`src/source/nlc_pkg.sv`:
```
// Widths, counts and enum types shared by every block of the non-linearity corrector
`default_nettype none

package nlc_pkg;

	localparam int NUM_CH      = 16;
	localparam int NUM_COEFF   = 6;                  // Orders 0 to 5
	localparam int COEFF_IDX_W = $clog2(NUM_COEFF);
	localparam int ADC_W       = 21;
	localparam int DATA_W      = 32;
	localparam int FRAC_W      = 16;

	typedef logic signed [ADC_W-1:0]  sample_t;
	typedef logic signed [DATA_W-1:0] word_t;

	// Only load and keep are implemented, the fitting modes act as keep
	typedef enum logic [1:0] {
		MODE_LOAD_COEFF  = 2'b00,
		MODE_FIT_UPGRADE = 2'b01,
		MODE_FIT_ERROR   = 2'b10,
		MODE_USE_STORED  = 2'b11
	} op_mode_e;

	typedef enum logic [1:0] {
		ST_IDLE,
		ST_NORMALIZE,
		ST_HORNER,
		ST_RELEASE
	} nlc_state_e;

endpackage

`default_nettype wire

```
`src/source/mac_if.sv`:
```
// Issue and result paths of the shared add-multiply-add unit, connect sequencer, unit and buffer
`default_nettype none

interface mac_if import nlc_pkg::*; #(
	parameter int N_CH = NUM_CH
);

	localparam int CH_W = $clog2(N_CH);

	// Issue group
	logic            op_valid;
	logic [CH_W-1:0] op_ch;
	word_t           op_a;
	word_t           op_b;
	word_t           op_m;
	word_t           op_c;

	// Result group
	logic            res_valid;
	logic [CH_W-1:0] res_ch;
	word_t           res_value;

	modport issuer (
		output op_valid, op_ch, op_a, op_b, op_m, op_c,
		input  res_valid
	);

	modport unit (
		input  op_valid, op_ch, op_a, op_b, op_m, op_c,
		output res_valid, res_ch, res_value
	);

	modport sink (
		input res_valid, res_ch, res_value
	);

endinterface

`default_nettype wire

```
`src/source/nlc_sample_buffer.sv`:
```
// Working banks for readings, normalized values and partial sums, plus the held corrected outputs
`default_nettype none

module nlc_sample_buffer import nlc_pkg::*; #(
	parameter int N_CH = NUM_CH
) (
	input wire logic                    clk,
	input wire logic                    reset,
	input wire logic                    capture_i,
	input wire logic                    release_i,
	input wire sample_t [N_CH-1:0]      x_adc_i,
	mac_if.sink                         mac,
	input wire logic                    pass_is_norm_i,
	input wire logic [$clog2(N_CH)-1:0] rd_ch_i,
	output sample_t                     sample_o,
	output word_t                       norm_o,
	output word_t                       acc_o,
	output sample_t [N_CH-1:0]          x_lin_o
);

	sample_t            sample_q [N_CH];
	word_t              norm_q [N_CH];
	word_t              acc_q [N_CH];
	sample_t [N_CH-1:0] x_lin_q;
	sample_t [N_CH-1:0] lin_next;

	always_ff @(posedge clk) begin
		if (capture_i) begin
			for (int i = 0; i < N_CH; i++)
				sample_q[i] <= x_adc_i[i];
		end
		if (mac.res_valid) begin
			if (pass_is_norm_i)
				norm_q[mac.res_ch] <= mac.res_value;
			else
				acc_q[mac.res_ch] <= mac.res_value;   // Partial sums overwrite in place
		end
	end

	always_comb begin
		for (int i = 0; i < N_CH; i++)
			lin_next[i] = sample_t'(acc_q[i] >>> FRAC_W);
	end

	always_ff @(posedge clk) begin
		if (reset)
			x_lin_q <= '0;
		else if (release_i)
			x_lin_q <= lin_next;
	end

	assign sample_o = sample_q[rd_ch_i];
	assign norm_o   = norm_q[rd_ch_i];
	assign acc_o    = acc_q[rd_ch_i];

	// New values show up together with the done pulse
	assign x_lin_o = release_i ? lin_next : x_lin_q;

endmodule

`default_nettype wire

```
`src/flat_wrapper.sv`:
```
// flat-port wrapper written by rule: the top's interface ports become plain ports
module nlc_sample_buffer_flat import nlc_pkg::*;
#(
	parameter int N_CH = NUM_CH
)
  (clk, reset, capture_i, release_i, x_adc_i, pass_is_norm_i, rd_ch_i, sample_o, norm_o, acc_o, x_lin_o, mac_res_valid, mac_res_ch, mac_res_value);
  mac_if #(.N_CH(N_CH)) mac_i ();
  input wire logic clk;
  input wire logic reset;
  input wire logic capture_i;
  input wire logic release_i;
  input wire sample_t [N_CH-1:0] x_adc_i;
  input wire logic pass_is_norm_i;
  input wire logic [$clog2(N_CH)-1:0] rd_ch_i;
  output sample_t sample_o;
  output word_t norm_o;
  output word_t acc_o;
  output sample_t [N_CH-1:0] x_lin_o;
  input wire logic [$bits(mac_i.res_valid)-1:0] mac_res_valid;
  input wire logic [$bits(mac_i.res_ch)-1:0] mac_res_ch;
  input wire logic [$bits(mac_i.res_value)-1:0] mac_res_value;
  assign mac_i.res_valid = mac_res_valid;
  assign mac_i.res_ch = mac_res_ch;
  assign mac_i.res_value = mac_res_value;
  nlc_sample_buffer #(.N_CH(N_CH)) u_core (.clk(clk), .reset(reset), .capture_i(capture_i), .release_i(release_i), .x_adc_i(x_adc_i), .mac(mac_i), .pass_is_norm_i(pass_is_norm_i), .rd_ch_i(rd_ch_i), .sample_o(sample_o), .norm_o(norm_o), .acc_o(acc_o), .x_lin_o(x_lin_o));
endmodule
```
`config.mk`:
```
export PLATFORM = sky130hd
export DESIGN_NAME = nlc_sample_buffer_flat
export DESIGN_NICKNAME = d
export VERILOG_FILES = /design/src/source/nlc_pkg.sv /design/src/source/mac_if.sv /design/src/source/nlc_sample_buffer.sv /design/src/flat_wrapper.sv
export SDC_FILE = /design/constraint.sdc
export NUM_CORES = 1
export LEC_CHECK = 0
export BUFFER_PORTS_ARGS = -buffer_cell sky130_fd_sc_hd__buf_2
export CORE_MARGIN = 2
export CORE_UTILIZATION = 40
export DETAILED_ROUTE_END_ITERATION = 6
export HOLD_SLACK_MARGIN = 0.06
export PLACE_DENSITY = 0.69
export SLEW_MARGIN = 20
export SYNTH_ARGS = -nofsm -noshare
export SYNTH_HDL_FRONTEND = slang
export SYNTH_SLANG_ARGS = --single-unit
```
`constraint.sdc`:
```
create_clock -name clk -period 3.8 [get_ports clk]
set_clock_uncertainty 0.2 [all_clocks]
set_input_delay 0.57 -clock clk [delete_from_list [all_inputs] [get_ports clk]]
set_output_delay 0.57 -clock clk [all_outputs]
set_load 0.01 [all_outputs]
```
Word level (Yosys, flattened, before mapping)
Memory sizes are Yosys's and may differ from the RTL's.
Cells that the tools add are included.
W data, S select, Z words.
{"block": "totals", "elab_cells": 28, "output_inout_bits": 421, "ff_bits": 336, "input_bits": 382, "ram_bits": 1360, "mem_count": 3}
{"name": "u_core.acc_q", "words": 16, "word_bits": 32, "read_ports": 17, "rd_clocked_by_memory_dff": 0, "wr": 1, "line_no": "nlc_sample_buffer.sv:23", "text": "word_t acc_q [N_CH];"}
{"name": "u_core.norm_q", "words": 16, "word_bits": 32, "read_ports": 1, "rd_clocked_by_memory_dff": 0, "wr": 1, "line_no": "nlc_sample_buffer.sv:22", "text": "word_t norm_q [N_CH];"}
{"name": "u_core.sample_q", "words": 16, "word_bits": 21, "read_ports": 1, "rd_clocked_by_memory_dff": 0, "wr": 16, "line_no": "nlc_sample_buffer.sv:21", "text": "sample_t sample_q [N_CH];"}
{"block": "classes", "n_mux": 9}
{"operator": "$mux W336", "n": 1}
{"operator": "$mux W1", "n": 8}

Logic depth before layout (Yosys ltp)
{"block": "logic_depth", "depth_word": 3, "mapped_depth": 7, "depth_no_buf": 3}

Least setup slack after synthesis
No wires, ideal clock.
{"block": "synth_timing", "path_kind": "input-to-reg", "startpoint": "input port mac_res_ch[3]", "endpoint": "memory u_core.acc_q[8][0] in the netlist's numbering (enable)", "required_ns": 3.139, "path_stages": 4, "arrival_time_ns": 3.364, "setup_time_ns": 0.461, "setup_slack_ns": -0.225, "path_buffers": 1, "path_cell_list": "clkbuf_1 > nand2b_1 > nand2b_1 > nor3_1"}
{"element": "start: declaration", "line_no": "flat_wrapper.sv:20", "text": "input wire logic [$bits(mac_i.res_ch)-1:0] mac_res_ch;"}
{"element": "end: declaration", "line_no": "nlc_sample_buffer.sv:23"}
Straight into the memory's write port.

==> flow_summary.ini <==
[routing]
dr.pass1.iters = 5
vias = 37500
first_iter_violations = 4102
wl_per_cell_um = 28.5
wl_mm = 194
vias_per_cell = 5.49
ant_nets = 0
drc = 0

[global_route]
gr-total-overflow = 0
grt.total_usage = 0.233
grt_pass1_wl_mm = 272
antenna_found_initial = 30
grt_pass1_vias = 38100
grt_max_degree = 123

[synthesis]
ys_seq_area_frac = 0.746
synth-main-ff-cell = edfxtp_1
yosysTopAreaCell = edfxtp_1
synth_seq_cells = 1696
synth_warnings = 0
syn_area_sq_um = 63700
yosys.area.top_type_share = 0.641
syn_area_per_cell_sq_um = 19.2
async_flop_share = 0
syn_nets = 3703
synth-edff-count = 1360
syn_inst = 3321
synthTopCellsByArea = edfxtp_1 64%, mux4_2 12%, dfxtp_1 11%
yosysUniqueCellTypes = 21

[sta]
fin_crit_sh = 0.906
fmax_mhz = 291
tightest_slew_ns = 0.951
hold_violations = 0
period_needed_ns = 3.44
rsz0062_at_grt = no
setup_violations = 0
max-slew-margin-rel = 0.366
drv_slew = 0

[clock_network]
clk_pin_slew_ns = 0.05
cts-root-buf = clkbuf_16
clock-sinks = 1696
cts_tree = yes
postCtsHoldBufs = 344
cts_max_level = 4
cts-resized-gates = 0
clock_latency_ns = 0.81
postCtsSetupRepairBufs = 0
cts_buffers = 174
clock_path_buffers = 3

[critical_path]
rr_endpoint = u_core.x_lin_q[125]$_SDFF_PP0_
reg2reg_from = u_core.acc_q[5][31]$_DFFE_PP_
reg2reg_setup_slack_ns = 2.28
worstRegToRegCells = 3
startpoint_type = flop
crit_arrival_ns = 2.67
crit_fanout = 2
worstSetupPathType = flop to output pin
required_ns = 3.03
critPathCaptureType = output pin

[hold_path]
min_to = u_core.x_lin_q[57]$_SDFF_PP0_
holdCritPathClass = input port to flop
hp-start = reset
worstHoldPathCells = 2

[power_and_ir_drop]
ir_drop_v = 0.000567
leakage_nw = 28.9
power.density_nw_per_um2 = 514

[place]
hpwl_mm = 120
finalWeightedCongestion = 0.912
io_buffers = 802
dp.cells = 6137

[run]
cap_violations = 0

[cells_and_area]
final_util = 0.510
area_growth_syn_to_layout_pct = 26.7
instances_no_fill = 6826
fillers = 12600
drive_above_1_share = 0.382
fin_nets = 4967

[die]
rows = 146
die_height_um = 403
core_area_sq_um = 158000
start_util = 0.402
die_x_um = 403
ioPinCount = 803
dieArea_sq_um = 163000

[status]
status = complete, no violations
-- Yosys cell counts, types with 2 or more instances --
cell type and count:
edfxtp_1 1360, clkbuf_1 101, mux4_2 340, mux2_2 240, buf_4 18, nand4b_1 2, nand2_1 104, o21ai_0 96
nor3_1 8, buf_1 9, a22oi_1 170, buf_6 12, nand3_1 2, nand2b_1 6, dfxtp_1 336, nor2b_1 339
nor2_1 27, buf_2 53, inv_1 96
-- state kept, by name (all words and copies together) (netlist names) --
signal           cells
u_core.norm_q      512
u_core.sample_q    336
u_core.x_lin_q     336
u_core.acc_q       512
-- per-layer routing --
layer  up-vias  part of all wire  track usage
li1      15600                 -            -
met1     19600              0.40        0.307
met2      1970              0.48        0.375
met3       377             0.090       0.0604
met4         4             0.037       0.0869
met5         -           0.00016            0
-- stage by stage --
stage / hold slack [ns] / setup slack, ns / power, mW / setup TNS, ns / area, sq um
after floorplan: 0.402 / -0.0980 / 22.6 / -4.62 / 63800
after global placement: 0.360 / 0.348 / 24.1 / 0 / 71400
after detailed placement: 0.366 / 0.381 / 24.2 / 0 / 71400
after CTS: 0.0630 / 0.292 / 41.6 / 0 / 80700
after global routing: 0.106 / 0.280 / 42.6 / 0 / 80700
final: 0.0795 / 0.359 / 41.5 / 0 / 80700
-- cells in the final DEF, fill, tap and decap left out, drive strengths merged --
cell and count:
a22oi 170, and2 1, buf 937, bufinv 16, clkbuf 225, clkinv 61
clkinvlp 12, dfxtp 336, diode 23, dlygate4sd3 344, edfxtp 1360, inv 104
mux2 240, mux4 340, nand2 104, nand2b 6, nand3 2, nand4 1
nand4b 2, nor2 27, nor2b 339, nor3 8, o21ai 96
-- how the worst max path moves through the flow --
stage	start	end	slack [ns]	cells past startpoint
after floorplan	mac_res_ch[1]	u_core.norm_q[0][0]$_DFFE_PP_	-0.1	4
after global placement	rd_ch_i[0]	norm_o[0]	0.35	8
after detailed placement	rd_ch_i[0]	norm_o[0]	0.38	8
after CTS	u_core.acc_q[7][28]$_DFFE_PP_	acc_o[28]	0.29	4
after global routing	rd_ch_i[0]	norm_o[0]	0.28	8
final	u_core.acc_q[7][28]$_DFFE_PP_	acc_o[28]	0.36	4
-- cells by family (layout without fill, tap and decap cells) --
logic type | after synthesis | after routing | synth area share
other | 0 | 23 | 0
DFF | 1696 | 1696 | 0.746
buffers and inverters | 289 | 1699 | 0.0205
muxes | 580 | 580 | 0.163
AOI/OAI and AO/OA | 266 | 266 | 0.0276
and+or+nand+nor | 490 | 490 | 0.0428
-- final cells by class --
type	count	area (sq um)	area share
multi-input combinational	1336	15100	0.187
clock buffer	225	4620	0.0572
inverter	96	360	0.00446
timing repair buffer	1281	9230	0.114
tap	2072	2590	0.0321
antenna	23	57.6	0.000713
sequential	1696	47600	0.589
clock inverter	97	1190	0.0148
-- report_power, final --
group          leakage, nW  switching [mW]  internal, mW
Clock                 2.78            7.54          9.81
Sequential            15.3           0.212          20.7
Combinational         10.9            1.81          1.46
-- critical path, stage by stage, from the launching register on --
cell	delay [ns]
edfxtp_1	0.43
mux4_2	0.50
a22oi_1	0.38
nand2_1	0.31
buf_2	0.24
Note: power is estimated with default switching activity, not from simulation.
