### config.mk
export PLATFORM = sky130hd
export DESIGN_NAME = fixed_mul_add_flat
export DESIGN_NICKNAME = d
export VERILOG_FILES = /design/src/source/nlc_pkg.sv /design/src/source/mac_if.sv /design/src/source/fixed_mul_add.sv /design/src/flat_wrapper.sv
export SDC_FILE = /design/constraint.sdc
export NUM_CORES = 2
export LEC_CHECK = 0
export ABC_AREA = 1
export BUFFER_PORTS_ARGS = -buffer_cell sky130_fd_sc_hd__buf_2
export CAP_MARGIN = 40
export CORE_UTILIZATION = 40
export DETAILED_ROUTE_END_ITERATION = 16
export GPL_TIMING_DRIVEN = 1
export PLACE_DENSITY = 0.59
export SYNTH_ARGS = -nofsm -noshare
export SYNTH_HDL_FRONTEND = slang
export SYNTH_SLANG_ARGS = --single-unit
### constraint.sdc
create_clock -name clk -period 6.8 [get_ports clk]
set_input_delay 1.36 -clock clk [delete_from_list [all_inputs] [get_ports clk]]
set_output_delay 1.36 -clock clk [all_outputs]
set_load 0.05 [all_outputs]
### src/source/nlc_pkg.sv
// Widths, counts and enum types shared by every block of the non-linearity corrector
`default_nettype none

package nlc_pkg;

	localparam int NUM_CH      = 16;
	localparam int NUM_COEFF   = 6;                  // Orders 0 to 5
	localparam int COEFF_IDX_W = $clog2(NUM_COEFF);
	localparam int ADC_W       = 21;
	localparam int DATA_W      = 32;
	localparam int FRAC_W      = 16;

	typedef logic signed [ADC_W-1:0]  sample_t;
	typedef logic signed [DATA_W-1:0] word_t;

	// Only load and keep are implemented, the fitting modes act as keep
	typedef enum logic [1:0] {
		MODE_LOAD_COEFF  = 2'b00,
		MODE_FIT_UPGRADE = 2'b01,
		MODE_FIT_ERROR   = 2'b10,
		MODE_USE_STORED  = 2'b11
	} op_mode_e;

	typedef enum logic [1:0] {
		ST_IDLE,
		ST_NORMALIZE,
		ST_HORNER,
		ST_RELEASE
	} nlc_state_e;

endpackage

`default_nettype wire

### src/source/mac_if.sv
// Issue and result paths of the shared add-multiply-add unit, connect sequencer, unit and buffer
`default_nettype none

interface mac_if import nlc_pkg::*; #(
	parameter int N_CH = NUM_CH
);

	localparam int CH_W = $clog2(N_CH);

	// Issue group
	logic            op_valid;
	logic [CH_W-1:0] op_ch;
	word_t           op_a;
	word_t           op_b;
	word_t           op_m;
	word_t           op_c;

	// Result group
	logic            res_valid;
	logic [CH_W-1:0] res_ch;
	word_t           res_value;

	modport issuer (
		output op_valid, op_ch, op_a, op_b, op_m, op_c,
		input  res_valid
	);

	modport unit (
		input  op_valid, op_ch, op_a, op_b, op_m, op_c,
		output res_valid, res_ch, res_value
	);

	modport sink (
		input res_valid, res_ch, res_value
	);

endinterface

`default_nettype wire

### src/source/fixed_mul_add.sv
// Three-stage fixed-point ((a + b) * m >>> FRAC_W) + c unit, one operation accepted per cycle
`default_nettype none

module fixed_mul_add import nlc_pkg::*; (
	input wire logic clk,
	input wire logic reset,
	mac_if.unit      mac
);

	localparam int CH_W = $bits(mac.op_ch);

	logic                       v1_q;
	logic                       v2_q;
	logic                       v3_q;
	logic [CH_W-1:0]            ch1_q;
	logic [CH_W-1:0]            ch2_q;
	logic [CH_W-1:0]            ch3_q;
	word_t                      sum1_q;
	word_t                      m1_q;
	word_t                      c1_q;
	logic signed [2*DATA_W-1:0] prod2_q;
	word_t                      c2_q;
	word_t                      res_q;

	always_ff @(posedge clk) begin
		if (reset) begin
			v1_q <= 1'b0;
			v2_q <= 1'b0;
			v3_q <= 1'b0;
		end else begin
			v1_q <= mac.op_valid;
			v2_q <= v1_q;
			v3_q <= v2_q;
		end
	end

	always_ff @(posedge clk) begin
		// Stage 1
		ch1_q  <= mac.op_ch;
		sum1_q <= mac.op_a + mac.op_b;   // Wraps at 32 bits
		m1_q   <= mac.op_m;
		c1_q   <= mac.op_c;
		// Stage 2, full 64-bit product
		ch2_q   <= ch1_q;
		prod2_q <= sum1_q * m1_q;
		c2_q    <= c1_q;
		// Stage 3
		ch3_q <= ch2_q;
		res_q <= word_t'(prod2_q >>> FRAC_W) + c2_q;
	end

	assign mac.res_valid = v3_q;
	assign mac.res_ch    = ch3_q;
	assign mac.res_value = res_q;

	// Every operation comes back with its own channel tag, three cycles later
	a_latency: assert property (@(posedge clk) disable iff (reset)
		mac.op_valid |-> ##3 (mac.res_valid && mac.res_ch == $past(mac.op_ch, 3)));

	a_no_spurious: assert property (@(posedge clk) disable iff (reset)
		mac.res_valid |-> $past(mac.op_valid, 3));

endmodule

`default_nettype wire

### src/flat_wrapper.sv
// flat-port wrapper written by rule: the top's interface ports become plain ports
module fixed_mul_add_flat import nlc_pkg::*;
  (clk, reset, mac_op_valid, mac_op_ch, mac_op_a, mac_op_b, mac_op_m, mac_op_c, mac_res_valid, mac_res_ch, mac_res_value);
  mac_if mac_i ();
  input wire logic clk;
  input wire logic reset;
  input wire logic [$bits(mac_i.op_valid)-1:0] mac_op_valid;
  input wire logic [$bits(mac_i.op_ch)-1:0] mac_op_ch;
  input wire logic [$bits(mac_i.op_a)-1:0] mac_op_a;
  input wire logic [$bits(mac_i.op_b)-1:0] mac_op_b;
  input wire logic [$bits(mac_i.op_m)-1:0] mac_op_m;
  input wire logic [$bits(mac_i.op_c)-1:0] mac_op_c;
  output wire logic [$bits(mac_i.res_valid)-1:0] mac_res_valid;
  output wire logic [$bits(mac_i.res_ch)-1:0] mac_res_ch;
  output wire logic [$bits(mac_i.res_value)-1:0] mac_res_value;
  assign mac_i.op_valid = mac_op_valid;
  assign mac_i.op_ch = mac_op_ch;
  assign mac_i.op_a = mac_op_a;
  assign mac_i.op_b = mac_op_b;
  assign mac_i.op_m = mac_op_m;
  assign mac_i.op_c = mac_op_c;
  assign mac_res_valid = mac_i.res_valid;
  assign mac_res_ch = mac_i.res_ch;
  assign mac_res_value = mac_i.res_value;
  fixed_mul_add u_core (.clk(clk), .reset(reset), .mac(mac_i));
endmodule
; ---- Word-level counts from Yosys, hierarchy flattened
; Cells that the tools add are included.
[totals]
ff_bits = 223
inputBits = 135
output_inout_bits = 37
elab_cells = 15
[op_classes]
add_sub_neg = 2
mul = 1
[op_table]
columns = operator, count
row1 = $add A32 B32 Y32, 2
row2 = $mul A32 B32 Y48, 1

; ---- Longest topological paths before layout
[logic_depth]
depth_word = 1
depth_mapped = 33
ltp_nobuf = 31

; ---- Worst setup path before layout
; Ideal clock, no wire load.
[synth_timing]
kind = register to register
from = register u_core.sum1_q[31]
to = register u_core.prod2_q[47]
setup_ns = 0.109
t_arrival_ns = 6.488
t_required_ns = 6.691
setup_slack_ns = 0.203
stages_incl_launch_ff = 30
path_buffers = 2
period_less_slack_ns = 6.597
path_cell_list = dfxtp_1 -> buf_2 -> clkbuf_1 -> nand2_1 -> inv_1 -> fa_1 -> inv_1 -> fa_1 -> inv_1 -> fa_1 -> inv_1 -> fa_1 -> inv_1 -> fa_1 -> fa_1 -> fa_1 -> inv_1 -> fa_1 -> inv_1 -> ha_1 -> a21o_1 -> o21bai_1 -> a21oi_1 -> inv_1 -> a21oi_1 -> nand3_1 -> inv_1 -> nand3_1 -> nand2_1 -> inv_1
[synth_between]
elab_chain_cells = 1
[synth_lines]
columns = item, line
row1 = from (decl), fixed_mul_add.sv:18  ; word_t sum1_q;
row2 = from (signal assigned), fixed_mul_add.sv:40  ; sum1_q <= mac.op_a + mac.op_b;
row3 = $mul A32 B32 Y48, fixed_mul_add.sv:45  ; prod2_q <= sum1_q * m1_q;
row4 = to (signal assigned), fixed_mul_add.sv:45
row5 = to (decl), fixed_mul_add.sv:21  ; logic signed [2*DATA_W-1:0] prod2_q;
; Every way passes these cells.
; A chain may end at the register's enable or synchronous reset.

; ---- Final worst setup path
[layout_timing]
from = register u_core.m1_q[19]
to = register u_core.prod2_q[45]
[layout_between]
elab_chain_cells = 1
[layout_lines]
columns = item, line
row1 = from (decl), fixed_mul_add.sv:19  ; word_t m1_q;
row2 = from (signal assigned), fixed_mul_add.sv:41  ; m1_q <= mac.op_m;
row3 = $mul A32 B32 Y48, fixed_mul_add.sv:45
; Every way passes these cells.

==> key figures <==
Synth
  – Post-synth ARST share: 0%
  – Mapped Cells: 4686
  – Synth top area cells: fa_1 44%, inv_1 14%, nand2_1 12%, dfxtp_1 11%, ha_1 7.4%
  – Register area share after synthesis: between 10% and 20%
  – Mapped Avg Cell Area: roughly 8.1 um2
  – EDFF count, synth: 0
  – Distinct cell type count after synthesis: 47
  – Top-area cell type share of the netlist area: around 44%
  – Primary FF master, synth: dfxtp_1
  – Mapped Nets: slightly below 6000
  – Cell taking the most area after synthesis: fa_1
  – Synthesized cell area: between 30000 and 40000 um2
  – Synthesis warning total: 0
  – Register bit total from synthesis: 207

Timing
  – Final worst path period need: approximately 6700 ps
  – F_max: between 100 and 150 MHz
  – Worst hold slack: about 320 ps
  – Final hold vios: 0
  – Crit share post-route: a little over nine tenths
  – Worst slew pin tran: approximately 650 ps
  – # setup viols final: 0
  – Fin worst setup slack: 109 ps
  – Headroom to the max-slew limit: about 56%
  – Setup Skew: slightly below 70 ps
  – RSZ-0062 raised after global routing: yes
  – Final slew viol count: 0

Routing
  – DRC errors left: 0
  – Final WL: between 100000 and 150000 um
  – Vias: 30200
  – TritonRoute pass-1 iters: 5
  – Final ANT Viol Nets: 0
  – Vias per inst: between 4 and 5
  – Drt wl/cell: roughly 18 um
  – Initial DRC count: 1934

Die
  – Initial Utilization: 40.5%
  – Die W: between 300 and 400 um
  – Die area: slightly below 100000 um2
  – I/O Pins: between 150 and 200
  – Row count: roughly 110
  – Core ar.: 93700 um2
  – Die Ht: between 300 and 400 um

Worst setup path
  – CP arrival: between 7000 and 8000 ps
  – Worst path required time: approximately 7300 ps
  – Critical path type: flip-flop to flip-flop
  – Worst setup SP type: flip-flop
  – CP endpoint kind: flip-flop
  – CP max FO: 16
  – FF-to-FF path depth: 22

Clock network
  – CTS clk-pin slew, worst paths: roughly 70 ps
  – H-tree depth: 1
  – CTS tree: done
  – Sink Count: 207
  – Bufs on Longest Clock Path: 3
  – Clock root buffer: clkbuf_16
  – Cts hold-fix bufs: 0
  – Skew-Pair Late Insertion Delay: between 600 and 700 ps
  – TritonCTS buffer count: 26

Job
  – Max Cap Violations: 0

Min path
  – Min-Delay Path Depth: 0
  – Worst hold path type: flip-flop to flip-flop

Finish
  – Sequential cell area: about 4200 um2
  – Synth-to-Final Area Change: 18.9%
  – Area of the multi-input gates: 28800 um2
  – Filler instances: ~9100
  – Layout cells sized above 1: around 16%
  – Final Net Count: 6230
  – Antenna diodes: 0
  – Final Util: about 48%

Placed design
  – Hpwl dp: between 90000 and 100000 um
  – GPL Wtd Cong: around 0.89
  – DP Worst Slack: -144 ps
  – IO Port Bufs: around 170

Global routing
  – Vias in the first global route: roughly 32000
  – Initial antenna violation count: 0
  – Largest net degree at the start of global routing: 33
  – Grt ovf: 0
  – Total Routing Usage GR: around a quarter
  – First-pass GRT wire length: roughly 180000 um

Outcome
  – Status: complete, no violations
## cells in the mapped netlist (4+ instances only)
master / number
nor3_1: 16
nor4_2: 4
a221oi_1: 4
a21boi_0: 5
a21oi_2: 5
a211oi_1: 4
nand4_1: 13
o2111ai_1: 4
nand2_2: 14
xor2_1: 68
a21oi_1: 107
ha_1: 225
xnor2_1: 31
nand3_1: 63
buf_1: 17
nor2_1: 143
o21ai_1: 8
a21o_1: 22
o21ai_0: 45
clkbuf_1: 146
o21bai_1: 18
or2_2: 7
buf_2: 14
inv_2: 8
fa_1: 840
nor2_2: 6
nand2_1: 1231
dfxtp_1: 207
inv_1: 1367
o21a_1: 5
a31oi_1: 16
## cell usage in the layout, fill, tap and decap left out, drive strengths merged, types with 2 or more instances in the layout
cell type / instances
a21o: 22
nor2: 149
a221oi: 4
clkbuf: 44
xnor2: 31
a21oi: 113
nand3b: 3
o2111ai: 4
or2: 7
o21ai: 56
o211ai: 2
a21boi: 6
clkinv: 8
inv: 1377
nand2: 1245
a211oi: 4
bufinv: 4
ha: 225
nor4: 7
o21bai: 20
nor3: 16
nand3: 65
a31oi: 16
o21a: 5
nand4: 13
buf: 482
xor2: 68
fa: 840
dfxtp: 207
## repair_timing
| action | CTS | global route |
|---|---|---|
| endpoints found under the setup margin | 13 | 29 |
| setup buffers | 0 | 28 |
| pin swaps | 1 | 68 |
| cloned | 2 | 12 |
| gates resized for setup | 20 | 263 |
## worst max-delay path, stage by stage, from the launching register on
cell and delay [ps]:
dfxtp_1 490, buf_6 240, nand2_1 90, fa_1 500, inv_1 60, fa_1 530
inv_1 50, fa_1 500, inv_1 60, fa_1 540, inv_1 70, fa_1 480
inv_1 50, fa_1 450, fa_1 570, fa_1 440, ha_1 360, buf_4 170
nand2_2 80, nor3_1 60, nor3_2 290, o2111ai_4 210, xor2_2 190
## logic make-up after synthesis
group,Yosys count,share of synthesized area [%]
buf+inv,1553,15.4
simple gates,1508,15.7
fa+ha+maj,1065,51.7
compound gates,254,4.06
flops,207,10.9
xor+xnor,99,2.28
## worst paths after layout
| path | startpoint | to | slack, ps |
|---|---|---|---|
| max | u_core.m1_q[19] | u_core.prod2_q[45] | 110 |
| min | u_core.ch1_q[0] | u_core.ch2_q[0] | 320 |
| max reg2reg | u_core.m1_q[19] | u_core.prod2_q[45] | 110 |
| min reg2reg | u_core.ch1_q[0] | u_core.ch2_q[0] | 320 |
## flip-flops by register name (all words and copies together), names as in the netlist
name                  count
u_core.c1_q              32
u_core.c2_q              32
u_core.ch1_q              4
u_core.ch2_q              4
u_core.m1_q              32
u_core.mac.res_ch         4
u_core.mac.res_valid      1
u_core.mac.res_value     32
u_core.prod2_q           32
u_core.sum1_q            32
u_core.v1_q               1
u_core.v2_q               1
## through the flow
stage / setup TNS [ps] / instances / instance area, um2
after floorplan: 0 / 4686 / 38000
after global placement: -451 / 6214 / 42500
after detailed placement: -493 / 6214 / 42500
after CTS: -30.6 / 6263 / 43600
after global routing: -592 / 6303 / 45100
final: 0 / 6303 / 45100
## routing by layer
metal	global-route usage, %	up-vias	wire [um]
met3	3.58	202	7790
met5	0	-	0
li1	-	13900	-
met4	6.52	0	3930
met1	31.4	15000	47900
met2	40.4	1001	54700
## final cells by class
class	count	share of cell area [%]
clock inverters	15	0.482
multi-input cells	2926	63.8
inverters	1375	11.4
repair buffers	494	9.89
flip-flops and latches	207	9.34
well taps	1254	3.48
clock buffers	32	1.60
Power is left out: the tool's default activity adds up to more than one toggle a clock period on the data nets, which glitch-free logic cannot reach.
