[src/source/nlc_pkg.sv]
// Widths, counts and enum types shared by every block of the non-linearity corrector
`default_nettype none

package nlc_pkg;

	localparam int NUM_CH      = 16;
	localparam int NUM_COEFF   = 6;                  // Orders 0 to 5
	localparam int COEFF_IDX_W = $clog2(NUM_COEFF);
	localparam int ADC_W       = 21;
	localparam int DATA_W      = 32;
	localparam int FRAC_W      = 16;

	typedef logic signed [ADC_W-1:0]  sample_t;
	typedef logic signed [DATA_W-1:0] word_t;

	// Only load and keep are implemented, the fitting modes act as keep
	typedef enum logic [1:0] {
		MODE_LOAD_COEFF  = 2'b00,
		MODE_FIT_UPGRADE = 2'b01,
		MODE_FIT_ERROR   = 2'b10,
		MODE_USE_STORED  = 2'b11
	} op_mode_e;

	typedef enum logic [1:0] {
		ST_IDLE,
		ST_NORMALIZE,
		ST_HORNER,
		ST_RELEASE
	} nlc_state_e;

endpackage

`default_nettype wire

[src/source/mac_if.sv]
// Issue and result paths of the shared add-multiply-add unit, connect sequencer, unit and buffer
`default_nettype none

interface mac_if import nlc_pkg::*; #(
	parameter int N_CH = NUM_CH
);

	localparam int CH_W = $clog2(N_CH);

	// Issue group
	logic            op_valid;
	logic [CH_W-1:0] op_ch;
	word_t           op_a;
	word_t           op_b;
	word_t           op_m;
	word_t           op_c;

	// Result group
	logic            res_valid;
	logic [CH_W-1:0] res_ch;
	word_t           res_value;

	modport issuer (
		output op_valid, op_ch, op_a, op_b, op_m, op_c,
		input  res_valid
	);

	modport unit (
		input  op_valid, op_ch, op_a, op_b, op_m, op_c,
		output res_valid, res_ch, res_value
	);

	modport sink (
		input res_valid, res_ch, res_value
	);

endinterface

`default_nettype wire

[src/source/nlc_sequencer.sv]
// Pass FSM of the corrector, issues one channel per cycle into the shared unit and counts results
`default_nettype none

module nlc_sequencer import nlc_pkg::*; #(
	parameter int N_CH = NUM_CH
) (
	input wire logic                    clk,
	input wire logic                    reset,
	input wire logic                    srdyi_i,
	output logic                        capture_o,
	output logic                        release_o,
	output logic                        pass_is_norm_o,
	mac_if.issuer                       mac,
	output logic [$clog2(N_CH)-1:0]     rd_ch_o,
	output logic [COEFF_IDX_W-1:0]      coeff_idx_o,
	input wire sample_t                 sample_i,
	input wire word_t                   norm_i,
	input wire word_t                   buf_word_i,
	input wire word_t                   neg_mean_i,
	input wire word_t                   recip_stdev_i,
	input wire word_t                   coeff_i,
	input wire word_t                   coeff5_i
);

	localparam int CH_W = $clog2(N_CH);

	nlc_state_e             state;
	logic                   issuing;
	logic [CH_W-1:0]        issue_cnt;
	logic [CH_W-1:0]        res_cnt;
	logic [COEFF_IDX_W-1:0] coeff_idx;
	logic                   pass_done;
	logic                   first_horner;

	assign pass_done    = mac.res_valid && (res_cnt == CH_W'(N_CH - 1));
	assign first_horner = (coeff_idx == COEFF_IDX_W'(NUM_COEFF - 2));

	always_ff @(posedge clk) begin
		if (reset) begin
			state     <= ST_IDLE;
			issuing   <= 1'b0;
			issue_cnt <= '0;
			res_cnt   <= '0;
			coeff_idx <= '0;
		end else begin
			if (issuing) begin
				issue_cnt <= issue_cnt + 1'b1;
				if (issue_cnt == CH_W'(N_CH - 1))
					issuing <= 1'b0;
			end
			if (mac.res_valid)
				res_cnt <= res_cnt + 1'b1;

			case (state)
				ST_IDLE: begin
					if (srdyi_i) begin
						state     <= ST_NORMALIZE;
						issuing   <= 1'b1;
						issue_cnt <= '0;
						res_cnt   <= '0;
						coeff_idx <= COEFF_IDX_W'(NUM_COEFF - 2);
					end
				end
				ST_NORMALIZE: begin
					if (pass_done) begin
						state   <= ST_HORNER;
						issuing <= 1'b1;
					end
				end
				ST_HORNER: begin
					if (pass_done) begin
						if (coeff_idx == '0) begin
							state <= ST_RELEASE;
						end else begin
							coeff_idx <= coeff_idx - 1'b1;
							issuing   <= 1'b1;
						end
					end
				end
				ST_RELEASE: state <= ST_IDLE;
				default:    state <= ST_IDLE;
			endcase
		end
	end

	assign capture_o      = (state == ST_IDLE) && srdyi_i;   // Strobes while busy fall through
	assign release_o      = (state == ST_RELEASE);
	assign pass_is_norm_o = (state == ST_NORMALIZE);

	assign rd_ch_o     = issue_cnt;
	assign coeff_idx_o = coeff_idx;

	assign mac.op_valid = issuing;
	assign mac.op_ch    = issue_cnt;

	always_comb begin
		if (state == ST_NORMALIZE) begin
			mac.op_a = word_t'(sample_i) <<< FRAC_W;
			mac.op_b = neg_mean_i;
			mac.op_m = recip_stdev_i;
			mac.op_c = '0;
		end else begin
			// Horner step, seeded with c5 on the first pass
			mac.op_a = first_horner ? coeff5_i : buf_word_i;
			mac.op_b = '0;
			mac.op_m = norm_i;
			mac.op_c = coeff_i;
		end
	end

	a_issue_state: assert property (@(posedge clk) disable iff (reset)
		mac.op_valid |-> (state inside {ST_NORMALIZE, ST_HORNER}));

endmodule

`default_nettype wire

[src/flat_wrapper.sv]
// flat-port wrapper written by rule: the top's interface ports become plain ports
module nlc_sequencer_flat import nlc_pkg::*;
#(
	parameter int N_CH = NUM_CH
)
  (clk, reset, srdyi_i, capture_o, release_o, pass_is_norm_o, rd_ch_o, coeff_idx_o, sample_i, norm_i, buf_word_i, neg_mean_i, recip_stdev_i, coeff_i, coeff5_i, mac_op_valid, mac_op_ch, mac_op_a, mac_op_b, mac_op_m, mac_op_c, mac_res_valid);
  mac_if #(.N_CH(N_CH)) mac_i ();
  input wire logic clk;
  input wire logic reset;
  input wire logic srdyi_i;
  output logic capture_o;
  output logic release_o;
  output logic pass_is_norm_o;
  output logic [$clog2(N_CH)-1:0] rd_ch_o;
  output logic [COEFF_IDX_W-1:0] coeff_idx_o;
  input wire sample_t sample_i;
  input wire word_t norm_i;
  input wire word_t buf_word_i;
  input wire word_t neg_mean_i;
  input wire word_t recip_stdev_i;
  input wire word_t coeff_i;
  input wire word_t coeff5_i;
  output wire logic [$bits(mac_i.op_valid)-1:0] mac_op_valid;
  output wire logic [$bits(mac_i.op_ch)-1:0] mac_op_ch;
  output wire logic [$bits(mac_i.op_a)-1:0] mac_op_a;
  output wire logic [$bits(mac_i.op_b)-1:0] mac_op_b;
  output wire logic [$bits(mac_i.op_m)-1:0] mac_op_m;
  output wire logic [$bits(mac_i.op_c)-1:0] mac_op_c;
  input wire logic [$bits(mac_i.res_valid)-1:0] mac_res_valid;
  assign mac_op_valid = mac_i.op_valid;
  assign mac_op_ch = mac_i.op_ch;
  assign mac_op_a = mac_i.op_a;
  assign mac_op_b = mac_i.op_b;
  assign mac_op_m = mac_i.op_m;
  assign mac_op_c = mac_i.op_c;
  assign mac_i.res_valid = mac_res_valid;
  nlc_sequencer #(.N_CH(N_CH)) u_core (.clk(clk), .reset(reset), .srdyi_i(srdyi_i), .capture_o(capture_o), .release_o(release_o), .pass_is_norm_o(pass_is_norm_o), .mac(mac_i), .rd_ch_o(rd_ch_o), .coeff_idx_o(coeff_idx_o), .sample_i(sample_i), .norm_i(norm_i), .buf_word_i(buf_word_i), .neg_mean_i(neg_mean_i), .recip_stdev_i(recip_stdev_i), .coeff_i(coeff_i), .coeff5_i(coeff5_i));
endmodule
[config.mk]
export PLATFORM = sky130hd
export DESIGN_NAME = nlc_sequencer_flat
export DESIGN_NICKNAME = d
export VERILOG_FILES = /design/src/source/nlc_pkg.sv /design/src/source/mac_if.sv /design/src/source/nlc_sequencer.sv /design/src/flat_wrapper.sv
export SDC_FILE = /design/constraint.sdc
export NUM_CORES = 1
export LEC_CHECK = 0
export CORE_AREA = 2 2 140 142
export CTS_BUF_LIST = sky130_fd_sc_hd__clkbuf_16
export DETAILED_ROUTE_END_ITERATION = 8
export DIE_AREA = 0 0 142 144
export DONT_BUFFER_PORTS = 1
export PLACE_DENSITY = 0.33
export SLEW_MARGIN = 20
export SYNTH_ARGS = -nofsm -noshare
export SYNTH_HDL_FRONTEND = slang
export SYNTH_SLANG_ARGS = --single-unit
[constraint.sdc]
create_clock -name clk -period 6.2 [get_ports clk]
set_clock_uncertainty 0.2 [all_clocks]
set_input_delay 0.93 -clock clk [delete_from_list [all_inputs] [get_ports clk]]
set_output_delay 0.93 -clock clk [all_outputs]
set_load 0.01 [all_outputs]
Word-level counts from Yosys, hierarchy flattened. Index checks and enable logic that the tools add are counted. W data, S select, Z words.

Register bits after elaboration: 14. Bits of input ports: 217. Output and inout port bits: 143. Logic and storage cells: 53.

$add $sub $neg: 3. Eq/ne operators: 11. Mux-type cells: 27. Reduce and logical (&&, ||, !) cells: 7.

Operator list (count): $mux W32 (5); $mux W4 (6); $mux W3 (3); $add A4 B1 Y4 const B (2); $eq A4 B4 Y1 const B (2); $mux W2 (4); $pmux W2 S4 (1); $reduce_and A4 Y1 (2); $mux W1 (6); $ne A2 B1 Y1 const B (3); $pmux W3 S2 (1); $eq A2 B2 Y1 const B (2); $ne A2 B2 Y1 const B (2); $eq A3 B3 Y1 const B (1); $logic_not A3 Y1 (1); $pmux W1 S3 (1); $sub A3 B1 Y3 const B (1); $eq A2 B1 Y1 const B (1); $logic_and A1 B1 Y1 (2); $logic_not A2 Y1 (1); $reduce_bool A2 Y1 (1).

Longest topological paths before layout. Gate-level depths: netlist (run 1).

Depth after elaboration: 6. Depth in mapped cells: 7. Mapped depth without buffers: 6.

Least setup slack after synthesis (run 1). Ideal clock, no wire load.

Path kind: register -> output. Start point: register u_core.state[1]. End point: output mac_op_m[10]. Arrival: 1.649 ns. Setup slack: 3.421 ns. Cell stages (with the launch flop): 6. Path buffers: 2. Cell sequence: dfxtp_1 inv_1 ha_1 clkbuf_1 buf_1 mux2_2.

Word-level cells in the longest chain between the ends: 2.

Ends and longest elaborated chain: start, declared (line nlc_sequencer.sv:27) `nlc_state_e state;`; start signal, assigned (line nlc_sequencer.sv:40) `state <= ST_IDLE;`; start signal, assigned (line nlc_sequencer.sv:57) `state <= ST_NORMALIZE;`; start signal, assigned (line nlc_sequencer.sv:66) `state <= ST_HORNER;`; $eq A2 B1 Y1; named net pass_is_norm_o (line flat_wrapper.sv:13) `output logic pass_is_norm_o;`; $mux W32 (line nlc_sequencer.sv:97) `if (state == ST_NORMALIZE) begin`; end, declared (line flat_wrapper.sv:27) `output wire logic [$bits(mac_i.op_m)-1:0] mac_op_m;`.

The timed path passes the listed nets, and every way through them passes these cells.

Final worst setup path (run 1).
Start point: register u_core.state[1]. End point: output mac_op_m[4].

Word-level cells in the longest chain between the ends: 2.

Ends and longest elaborated chain (line): $eq A2 B1 Y1 (nlc_sequencer.sv:97); $mux W32 (nlc_sequencer.sv:97).

Every way passes these cells.

==> results of run 1 <==
path summary, 6_finish.rpt:
path | from | endpoint | cells after the start
setup / recovery | u_core.state[1] | mac_op_m[4] | 4
setup reg to reg | u_core.state[1] | u_core.state[0] | 6
hold reg to reg | u_core.state[1] | u_core.state[1] | 2
hold / removal | u_core.state[1] | u_core.state[1] | 2
where the power goes:
part	leakage, nW	switching [mW]	total [mW]	internal, mW
Clock	0.0385	0.0380	0.123	0.0854
Sequential	0.114	0.0304	0.137	0.107
Combinational	0.712	0.510	0.760	0.250
Total	0.865	0.579	1.02	0.441
layout make-up:
class / instances / area (um2)
clock inverter: 1 / 3.754
fill: 2202 / 16650
clock buffer: 3 / 75.07
multi-input combinational: 254 / 1737
tap: 238 / 297.8
sequential: 14 / 280.3
antenna: 1 / 2.502
inverter: 6 / 22.52
timing repair buffer: 1 / 7.507
logic make-up (layout without fill, tap and decap cells):
logic type / Yosys count / count (layout) / share of synthesized area
and+or+nand+nor: 143 / 143 / 0.3469
muxes: 54 / 54 / 0.2707
AOI/OAI and AO/OA: 43 / 43 / 0.1129
buffers and inverters: 34 / 11 / 0.06810
DFF: 14 / 14 / 0.1304
adders and majority gates: 8 / 8 / 0.04657
xor gates and xnor gates: 6 / 6 / 0.02445
other: 0 / 1 / 0
metrics by stage:
| step | std cells | total power, mW | hold slack [ns] |
|---|---|---|---|
| final | 518 | 1.020 | 0.3284 |
| after global routing | 518 | 1.106 | 0.3702 |
| after CTS | 517 | 1.037 | 0.3353 |
| after detailed placement | 513 | 0.9052 | 0.3202 |
| after global placement | 513 | 0.8991 | 0.3012 |
| after floorplan | 302 | 0.7846 | 0.2819 |
flip-flops by register name (all words and copies together), names as in the netlist:
| register | flops |
|---|---|
| u_core.coeff_idx_o | 3 |
| u_core.mac.op_ch | 4 |
| u_core.mac.op_valid | 1 |
| u_core.res_cnt | 4 |
| u_core.state | 2 |
worst register-to-register path: stages (launching register included):
cell and delay [ns]:
dfxtp_1 0.33, inv_1 0.11, ha_4 0.64, buf_4 0.71, nor2_1 0.23, a2bb2oi_1 0.22, mux2i_1 0.15
routing by layer:
layer  routed length (um)  share of wire  track usage
met5                    0              0            0
met4                  123          0.014      0.01526
met3                  720          0.083      0.01225
met2                 4292           0.49       0.1172
met1                 3575           0.41      0.08722
layout by cell type (no fill, tap or decap), types with 2 or more instances in the layout:
| cell | synthesis | routed |
|---|---|---|
| dfxtp_1 | 14 | 14 |
| inv_1 | 6 | 6 |
| ha_1 | 8 | 7 |
| nand2_1 | 53 | 53 |
| nor2_1 | 12 | 12 |
| nand4_1 | 2 | 2 |
| o21ai_1 | 6 | 6 |
| mux2_2 | 33 | 33 |
| xor2_1 | 4 | 4 |
| nor2b_1 | 32 | 32 |
| nand2b_1 | 5 | 5 |
| clkbuf_16 | 0 | 3 |
| a21oi_1 | 18 | 18 |
| o21ai_0 | 10 | 10 |
| mux2i_1 | 21 | 21 |
| xnor2_1 | 2 | 2 |
| and2_1 | 33 | 32 |
==> results, run 1 <==
- The CTS tree is done.
- 360 I/O pins were placed.
- For this run, the total global-route usage over all layers was measured as 0.06757.
- Counting every sink on the clock net gives 14.
- The clock passes through at most 2 buffers.
- At the end of the flow the core is filled with cells to 0.1272.
- The total of cells resized after clock tree synthesis is 0.
- Timing would allow up to 272.7 MHz.
- For flop-to-flop paths, the worst setup slack is 3.49 ns.
- The category of cells accounting for the largest share of critical-path delay is buffers and inverters.
- The number of setup buffers added after CTS is 0.
- STA classifies the critical path startpoint as a register.
- The number of nets in the synthesized netlist is 527.
- The via count of the first global-routing pass is 1823.
- OpenSTA, run right after detailed placement, puts the worst setup slack at 2.759 ns.
- The signal on the critical path passes through inv_1 > ha_4 > buf_4 > mux2_2.
- The time the final worst path needs with I/O delays and setup is 3.666 ns.
- On the critical path, the stage with the largest delay is an instance of ha_4.
- The classification of the worst setup path is reg -> out.
- The synthesized design contains 14 register bits.
- Entering global routing, the biggest net connects 82 pins.
- In the routed layout, each cell is associated on average with a via count of 4.008.
- The final hold violation count is 0.
- Row generation in the floorplan step produced 51 rows.
- The count of hold-fix buffers inserted at cts is 0.
- After technology mapping, the gate count stands at 302.
- The die is 144 um tall.
- The final critical-path share of the clock period is 0.5914.
- The peak fanout along the critical path is 81.
- Together, buffers and inverters on the worst path number 2.
- For this configuration, the core starts out at a cell density of 0.1127.
- The wire-length estimate of the detail-placed layout is 7460 um.
- The mean post-synth cell area is 7.118 um2.
- For this block, the initial DRC count from the detailed router was 89.
- The area growth from synthesis to layout is 12.86%.
- The first global-routing pass estimated 10490 um of wire.
- The die covers 20450 um2.
- The post-detailed-route wirelength per cell is 16.82 um.
- The critical path data arrival time is 2.54 ns.
- The floorplan step defined a core boundary enclosing 19080 um2.
- The count of buffers inserted at the top-level ports is 0.
- The delay of the slowest critical-path stage is 0.64 ns.
- The area of all placed cells without fillers is 2426 um2.
- The actual slew at the worst max-slew pin is 0.8115 ns.
- The path class of the tightest hold or removal check is reg -> reg.
- The total number of H-tree levels is 1.
- Once detail routing completed, the nets flagged for antenna violations numbered 0.
- The total number of yosys warnings is 0.
- For the final routed database, the setup TNS stands at 0 ns.
- The critical path required time is 5.07 ns.
- The run finished with clean final reports.
- Yosys instantiated no cell more often than nand2_1.
- The later-pin clock latency in the skew report is 0.24 ns.
- The initial antenna violation count is 1.
- Of the post-synthesis cell area, the dominant cell type holds 0.1729.
- The detailed router placed 2076 vias in this run.
- The total overflow left after global routing is 0.
- The leakage component of the power is 0.8647 nW.
- The capturing element type of the critical path is an output pin.
- The netlist area before placement is 2150 um2.
- Of the synthesized area, sequential elements account for 0.1304.
- The final routed DRC violation total is 0.
- The final weighted congestion of routability-driven global placement is 0.6797.
- The worst voltage drop across the vdd grid is 123.0 uV.
- Across the run, the number of max-cap violations was 0.
- The count of TritonRoute iterations in the first routing pass is 4.
- The post-placement cell area is 2345 um2.
- Ranked by total cell area, the synthesized netlist is headed by mux2_2 17%, dfxtp_1 13%, mux2i_1 9.8%, and2_1 9.6%, nor2b_1 9.3%.
- The count of final max-slew check failures is 0.
- Dividing total power by cell area gives a power density of 420.5 nW/um2.
- The dominant synthesized flop cell is dfxtp_1.
- The fraction of layout cells with a size suffix above 1 is 0.1505.
- The total length of routed wires is 8712 um.
- The clock transition at the registers of the reported paths is 0.05 ns.
- The chip width is 142 um.
- The tree is rooted in a clkbuf_16.
- The final critical-path setup slack is 2.534 ns.
- Yosys mapped a number of flops with a built-in enable equal to 0.
- The clock buffer count from CTS is 3.
- The final-stage net count is 505.
- Setup repair after global routing left no endpoint under its margin.
- The synthesized design spends more area on one cell type than any other, namely mux2_2.
- Sorting the synthesized cells by how often they occur yields 53 x nand2_1, 33 x and2_1, 33 x mux2_2.
- The netlist uses 35 different library cells.
- After synthesis, the share of flip-flops with an asynchronous set or reset is 0.
- The headroom to the max-slew limit is 0.4590.
- The final setup violation count is 0.
No activity file was read; power rests on OpenSTA's default activity.
==> run 2: changes to the inputs <==
- ABC_AREA: unset -> 1
- CORE_AREA: 2 2 140 142 -> 2 2 139 141
- DIE_AREA: 0 0 142 144 -> 0 0 141 143
- clock period: 6.2 -> 3.6 ns (I/O delays scaled with it)
==> results, run 2 <==
- The number of distinct library cells after synthesis is 23.
- Data arrives at the worst endpoint at 2.05 ns.
- Yosys attributes the largest share of cell area to nand2_1 30%, nor2_1 15%, inv_1 13%, dfxtp_1 12%, a31oi_1 4.4%.
- The count of final max-slew check failures is 0.
- The count of hold-fix buffers inserted at cts is 0.
- Setup repair after global routing left no endpoint under its margin.
- The top cell type by total area after synthesis is nand2_1.
- Entering global routing, the biggest net connects 99 pins.
- Gates resized during post-CTS repair numbered 0.
- CTS built an H-tree with a depth of 1.
- Of the synthesized area, sequential elements account for 0.1242.
- Once detail routing completed, the nets flagged for antenna violations numbered 0.
- The count of buffers inserted at the top-level ports is 0.
- The max capacitance violation total is 0.
- The post-placement cell area is 2449 um2.
- The run finished with clean final reports.
- Timing would allow up to 358.8 MHz.
- The initial utilization of the core area, before any placement, comes to 0.1214.
- The first detailed-routing pass ran for 4 iterations.
- The analysis attributes to cell leakage a power of 1.481 nW.
- In the synthesized netlist, the cells that appear most often are 181 x nand2_1, 91 x nor2_1, 76 x inv_1.
- The actual slew at the worst max-slew pin is 0.5490 ns.
- The final hold violation count is 0.
- The capturing point of the worst reg2reg path is u_core.mac.op_valid.
- The total chip power is 2.023 mW.
- The most common library cell in the layout ignoring fill and taps is nand2_1.
- The final-stage net count is 675.
- The height of the chip is 143 um.
- Along the worst hold path, the cell count comes to 1.
- The endpoint with the worst hold slack is u_core.coeff_idx_o[1].
- The floorplan row count is 50.
- The number of cells on the worst reg-to-reg path is 9.
- The post-synthesis net count is 696.
- The worst voltage drop across the vdd grid is 304.2 uV.
- The floorplan step set the die width to 141 um.
- For the finished layout, the period the worst path requires is 2.787 ns.
- The worst hold path begins at reset.
- Final hold analysis gives a worst-case slack of 0.1644 ns.
- Power spread over the standard cell area amounts to 800.2 nW/um2.
- The via count of the first global-routing pass is 2208.
- The CTS tree is done.
- Post-CTS timing repair inserted 0 buffers for setup.
- The critical path required time is 2.86 ns.
- The core area is 18580 um2.
- For this design, the sink count on the clock tree is 14.
- The finished cells cover 2529 um2.
- The via count of the routed design is 2708.
- Once detailed placement completed, the half-perimeter wirelength came to 8065 um.
- Pin placement for this block handled 360 I/O pins.
- The total number of yosys warnings is 0.
- The fraction of layout cells with a size suffix above 1 is 0.04464.
- Measured on the finished design, the core utilization comes to 0.1361.
- The top-area cell type share of the netlist area is 0.3012.
- The final critical-path share of the clock period is 0.7742.
- The root cell of the clock tree is clkbuf_16.
- In this run the tightest slew margin relative to its limit is 0.6335.
- The setup slack of the worst register-to-register path is 1.52 ns.
- Using the TritonRoute via totals, the vias-per-cell ratio works out to 3.959.
- STA classifies the critical path endpoint as an output pin.
- The worst min-delay path class is in -> reg.
- The die covers 20160 um2.
- Synthesis produced a netlist whose cell count is 471.
- The most repeated cell in the gate-level netlist after synthesis is nand2_1.
- The critical path is of the reg -> out type.
- The initial antenna violation count came to 2.
- For this run, the total global-route usage over all layers was measured as 0.07833.
- The clock buffer count from CTS is 3.
- The clock transition at the registers of the reported paths is 0.05 ns.
- The total overflow left after global routing is 0.
- The final weighted congestion of routability-driven global placement is 0.7109.
- After detailed routing, the number of remaining DRC violations is 0.
- The clock reaches the later pin of the worst-skew pair after 0.24 ns.
- In this run, synthesis produced a sequential element count of 14.
- The final setup violation count is 0.
- The worst register-to-register path begins at u_core.state[1].
- The total length of routed wires is 9612 um.
- The first global-routing pass estimated 12380 um of wire.
- Relative to the synthesized area, the layout overhead comes to 12.09%.
- The setup TNS is 0 ns.
- In the synthesized netlist the dominant register cell turns out to be dfxtp_1.
- The type of element launching the critical path is a register.
- In the layout the commonest cells are 181 x nand2_1, 91 x nor2_1, 76 x inv_1, 16 x a31oi_1.
- The mean post-synth cell area is 4.790 um2.
- The post-detailed-route wirelength per cell is 14.05 um.
- The maximum root-to-sink buffer count is 2.
- The count of routing violations after the opening detailed-route iteration is 143.
- The share of flip-flops with an asynchronous set or reset after synthesis is 0.
- The netlist area before placement is 2256 um2.
- The peak fanout along the critical path is 34.
- In this run, synthesis inferred 0 flip-flops with an integrated enable.
[run 2: cell count changes in the layout (fill, tap and decap cells not counted), sizes merged, moves of 4 or more]
cell,previous run,this run
o21ai,16,20
nor2,13,91
nand3,0,7
a21oi,18,9
and2,33,1
nand2b,5,0
a31oi,1,16
nor2b,32,0
inv,6,81
mux2i,21,0
nand2,53,184
mux2,33,0
[run 2: how the worst max path moves through the flow]
| stage | startpoint | end |
|---|---|---|
| 3_5_place_dp | u_core.state[1] | mac_op_a[20] |
| 3_3_place_gp | u_core.state[1] | mac_op_a[20] |
| 2_1_floorplan | u_core.state[1] | mac_op_a[16] |
| 5_1_grt | u_core.state[1] | mac_op_a[20] |
| 4_1_cts | u_core.state[1] | mac_op_a[20] |
| 6_report | u_core.state[1] | mac_op_a[20] |
[run 2: cell type report]
class	instances	area (um2)
multi-input combinational	346	1529
fill	2175	16050
inverter	81	304.0
tap	234	292.8
timing repair buffer	4	42.54
antenna	2	5.005
clock buffer	3	75.07
sequential	14	280.3
[run 2: kinds of logic (layout without fill, tap and decap cells)]
group | Yosys count | in the layout | share of synthesized area
simple gates | 287 | 287 | 0.4936
buf+inv | 111 | 88 | 0.2035
compound gates | 48 | 48 | 0.1226
flops | 14 | 14 | 0.1242
fa+ha+maj | 8 | 8 | 0.04437
xor+xnor | 3 | 3 | 0.01165
other cells | 0 | 2 | 0
[run 2: report_power, final]
| group | switching [mW] | total, mW | internal [mW] |
|---|---|---|---|
| Clock | 0.0605 | 0.206 | 0.145 |
| Sequential | 0.0573 | 0.247 | 0.189 |
| Combinational | 1.19 | 1.57 | 0.386 |
| Total | 1.30 | 2.02 | 0.721 |
[run 2: routing by layer]
metal / up-vias / global-route usage / share of wire
met3: 6 / 0.01241 / 0.077
met4: 0 / 0.01947 / 0.015
li1: 1350 / - / -
met2: 200 / 0.1435 / 0.50
met1: 1152 / 0.09569 / 0.40
met5: - / 0 / 0
[run 2: metrics by stage]
step           setup WS [ns]  std cells
6_report              0.8129        684
5_1_grt               0.6402        684
4_1_cts               0.7660        682
3_5_place_dp           1.043        679
3_3_place_gp           1.019        679
2_1_floorplan          1.432        471
[run 2: worst max-delay path, stage by stage, from the launching register on]
cell and delay [ns]:
dfxtp_1 0.37, inv_1 0.10, ha_4 0.18, inv_2 0.38
buf_4 0.41, nor2_1 0.07, a31oi_1 0.28
==> run 3: changes to the inputs <==
- PLACE_DENSITY: 0.33 -> 0.34
- clock period: 3.6 -> 2.42 ns (I/O delays scaled with it)
==> results, run 3 (same netlist as run 2, synthesis figures left out) <==
- The number of cells on the worst reg-to-reg path is 7.
- After detailed routing, the number of vias per cell comes to 4.048.
- Summed over all nets, the half-perimeter wirelength after detailed placement is 8310 um.
- No sink is reached through more buffers than the 2 on the longest clock path.
- The share of total power dissipated in sequential elements is 0.115.
- The net count of the finished layout is 683.
- The CTS tree is done.
- The internal power consumption is 1.188 mW.
- The via count of the routed design is 2793.
- The post-detailed-route wirelength per cell is 14.26 um.
- The count of final max-slew check failures is 0.
- Dividing the final minimum period by the clock period gives 0.9454.
- The endpoint with the worst hold slack is u_core.res_cnt[0].
- The headroom to the max-slew limit is 0.7515.
- In the final timing run, aggregate negative setup slack is 0 ns.
- Measured along the y axis, the die boundary spans 143 um.
- The run finished with clean final reports.
- The via count of the first global-routing pass came to 2329.
- The number of clock sinks seen by CTS is 14.
- The worst voltage drop across the vdd grid is 322.0 uV.
- The startpoint of the worst setup timing path is u_core.coeff_idx_o[0].
- For this block, the initial DRC count from the detailed router was 135.
- Along the worst path, the maximum fanout reaches 32.
- The root cell of the clock tree is clkbuf_16.
- The buffers plus inverters on the worst setup path is 4.
- The part of the total power dissipated in the clock network is 0.099.
- The delay of the slowest critical-path stage is 0.30 ns.
- In this run the static leakage power is 1.535 nW.
- At the end of routability-driven placement, the weighted congestion stood at 0.7215.
- The final routed DRC violation total is 0.
- In this run, CTS created clock tree buffers numbering 3.
- The later-pin clock latency in the skew report is 0.24 ns.
- The count of buffers inserted at the top-level ports is 0.
- The critical path data arrival time is 1.72 ns.
- The first detailed-routing pass took 4 iterations.
- For the pin with the worst max-slew slack, the measured transition is 0.3722 ns.
- For this design the total switching power over the nets is 1.943 mW.
- For this design, the slowest cell found on the critical path is dfxtp_1.
- In this run the horizontal extent of the chip is 141 um.
- For this run, the total global-route usage over all layers was measured as 0.08159.
- The area growth from synthesis to layout is 16.42%.
- The library cells used most frequently in the layout, excluding fill and tap cells, are 180 x nand2_1, 91 x nor2_1, 76 x inv_1, 16 x a31oi_1.
- The largest net degree at the start of global routing is 79.
- The beginning of the worst register-to-register path is u_core.state[0].
- The clock transition at the registers of the reported paths is 0.05 ns.
- The total number of H-tree levels is 1.
- Setup repair after global routing left no endpoint under its margin.
- The clock period could shrink to 2.288 ns.
- The floorplan row count is 50.
- The max capacitance violation total is 0.
- The wire length of the first global-routing pass is 12840 um.
- Of the total power, the share spent switching nets is 0.6206.
- The post-placement cell area is 2539 um2.
- The type of element launching the critical path is a register.
- The count of nets left with antenna violations after detail routing is 0.
- The setup slack of the worst register-to-register path is 0.65 ns.
- The number of antenna diodes in the final layout is 0.
- The die footprint is 20160 um2.
- The min-delay analysis places its worst path in the category in -> reg.
- The share of total power dissipated in combinational logic is 0.786.
- The total global routing overflow is 0.
- The most common library cell in the layout ignoring fill and taps is nand2_1.
- The endpoint identified for the worst register-to-register timing path is u_core.mac.op_ch[1].
- On the critical path the largest part of the delay comes from buffers and inverters.
- The beginning of the worst hold path is mac_res_valid.
- The timing-limited maximum frequency is 437.1 MHz.
- The core area is 18580 um2.
- Counting instances, the worst hold path has a depth of 1.
- The initial antenna violation count came to 0.
- Summed over all layers, the routed wires come to 9842 um.
- The power density normalized to cell area is 1192 nW/um2.
- The post-layout utilization of the core is 0.1413.
- The final hold violation count came to 0.
- The initial utilization of the core area, before any placement, comes to 0.1214.
- The area of all placed cells without fillers is 2626 um2.
- The fraction of layout cells with a size suffix above 1 is 0.06140.
- The capturing element type of the critical path is an output pin.
- The final setup violation count is 0.
- The classification of the worst setup path is reg -> out.
- The critical path required time is 1.86 ns.
- The number of top-level pins is 360.
- Traced cell by cell, the critical path runs through inv_1 > ha_1 > nand2_2 > inv_2 > buf_12 > nand2_1 > a31oi_1 > buf_4.
## run 3: cell count changes in the layout (fill, tap and decap cells not counted)
cell | previous run | this run
buf_12 | 1 | 4
buf_4 | 3 | 7
diode_2 | 2 | 0
dlygate4sd3_1 | 0 | 1
nand2_1 | 181 | 180
nand2_2 | 3 | 4
## run 3: how the worst max path moves through the flow
stage | cells after the start | end | slack, ns
6_report | 8 | mac_op_a[31] | 0.13
5_1_grt | 8 | mac_op_a[31] | 0.002
3_3_place_gp | 7 | mac_op_a[24] | 0.27
3_5_place_dp | 8 | mac_op_a[31] | 0.19
4_1_cts | 8 | mac_op_a[31] | 0.06
2_1_floorplan | 8 | mac_op_a[16] | 0.43
## run 3: area by class of cell
cell class	instances	area, um2
tap	234	292.8
sequential	14	280.3
timing repair buffer	12	142.6
fill	2166	15950
inverter	81	304.0
clock buffer	3	75.07
multi-input combinational	346	1531
## run 3: timing repair
action | in CTS | in global routing
hold buffers | 1 | 0
resized for setup | 1 | 0
buffers inserted | 0 | 0
endpoints found under the hold margin | 4 | 0
setup endpoints to repair | 2 | 0
## run 3: metrics by stage
stage | setup WS [ns] | hold WS, ns | cells | power (mW)
after global placement | 0.2682 | 0.2393 | 686 | 2.894
after detailed placement | 0.1912 | 0.2358 | 686 | 2.873
final | 0.1322 | 0.009001 | 690 | 3.131
after CTS | 0.05925 | 0.005965 | 690 | 3.200
after floorplan | 0.4286 | 0.2321 | 471 | 2.312
after global routing | 0.001520 | 0.01154 | 690 | 3.476
## run 3: power groups by stage
stage | clock network [mW] | registers (mW) | logic [mW]
after floorplan | 0 | 0.343 | 1.97
after global placement | 0 | 0.370 | 2.52
after detailed placement | 0 | 0.368 | 2.50
after CTS | 0.320 | 0.364 | 2.52
after global routing | 0.332 | 0.377 | 2.77
final | 0.309 | 0.361 | 2.46
## run 3: per-layer routing
| layer | track usage | part of all wire |
|---|---|---|
| met1 | 0.09812 | 0.41 |
| met2 | 0.1594 | 0.53 |
| met3 | 0.009390 | 0.066 |
| met4 | 0.009474 | 0.0020 |
| met5 | 0 | 0 |
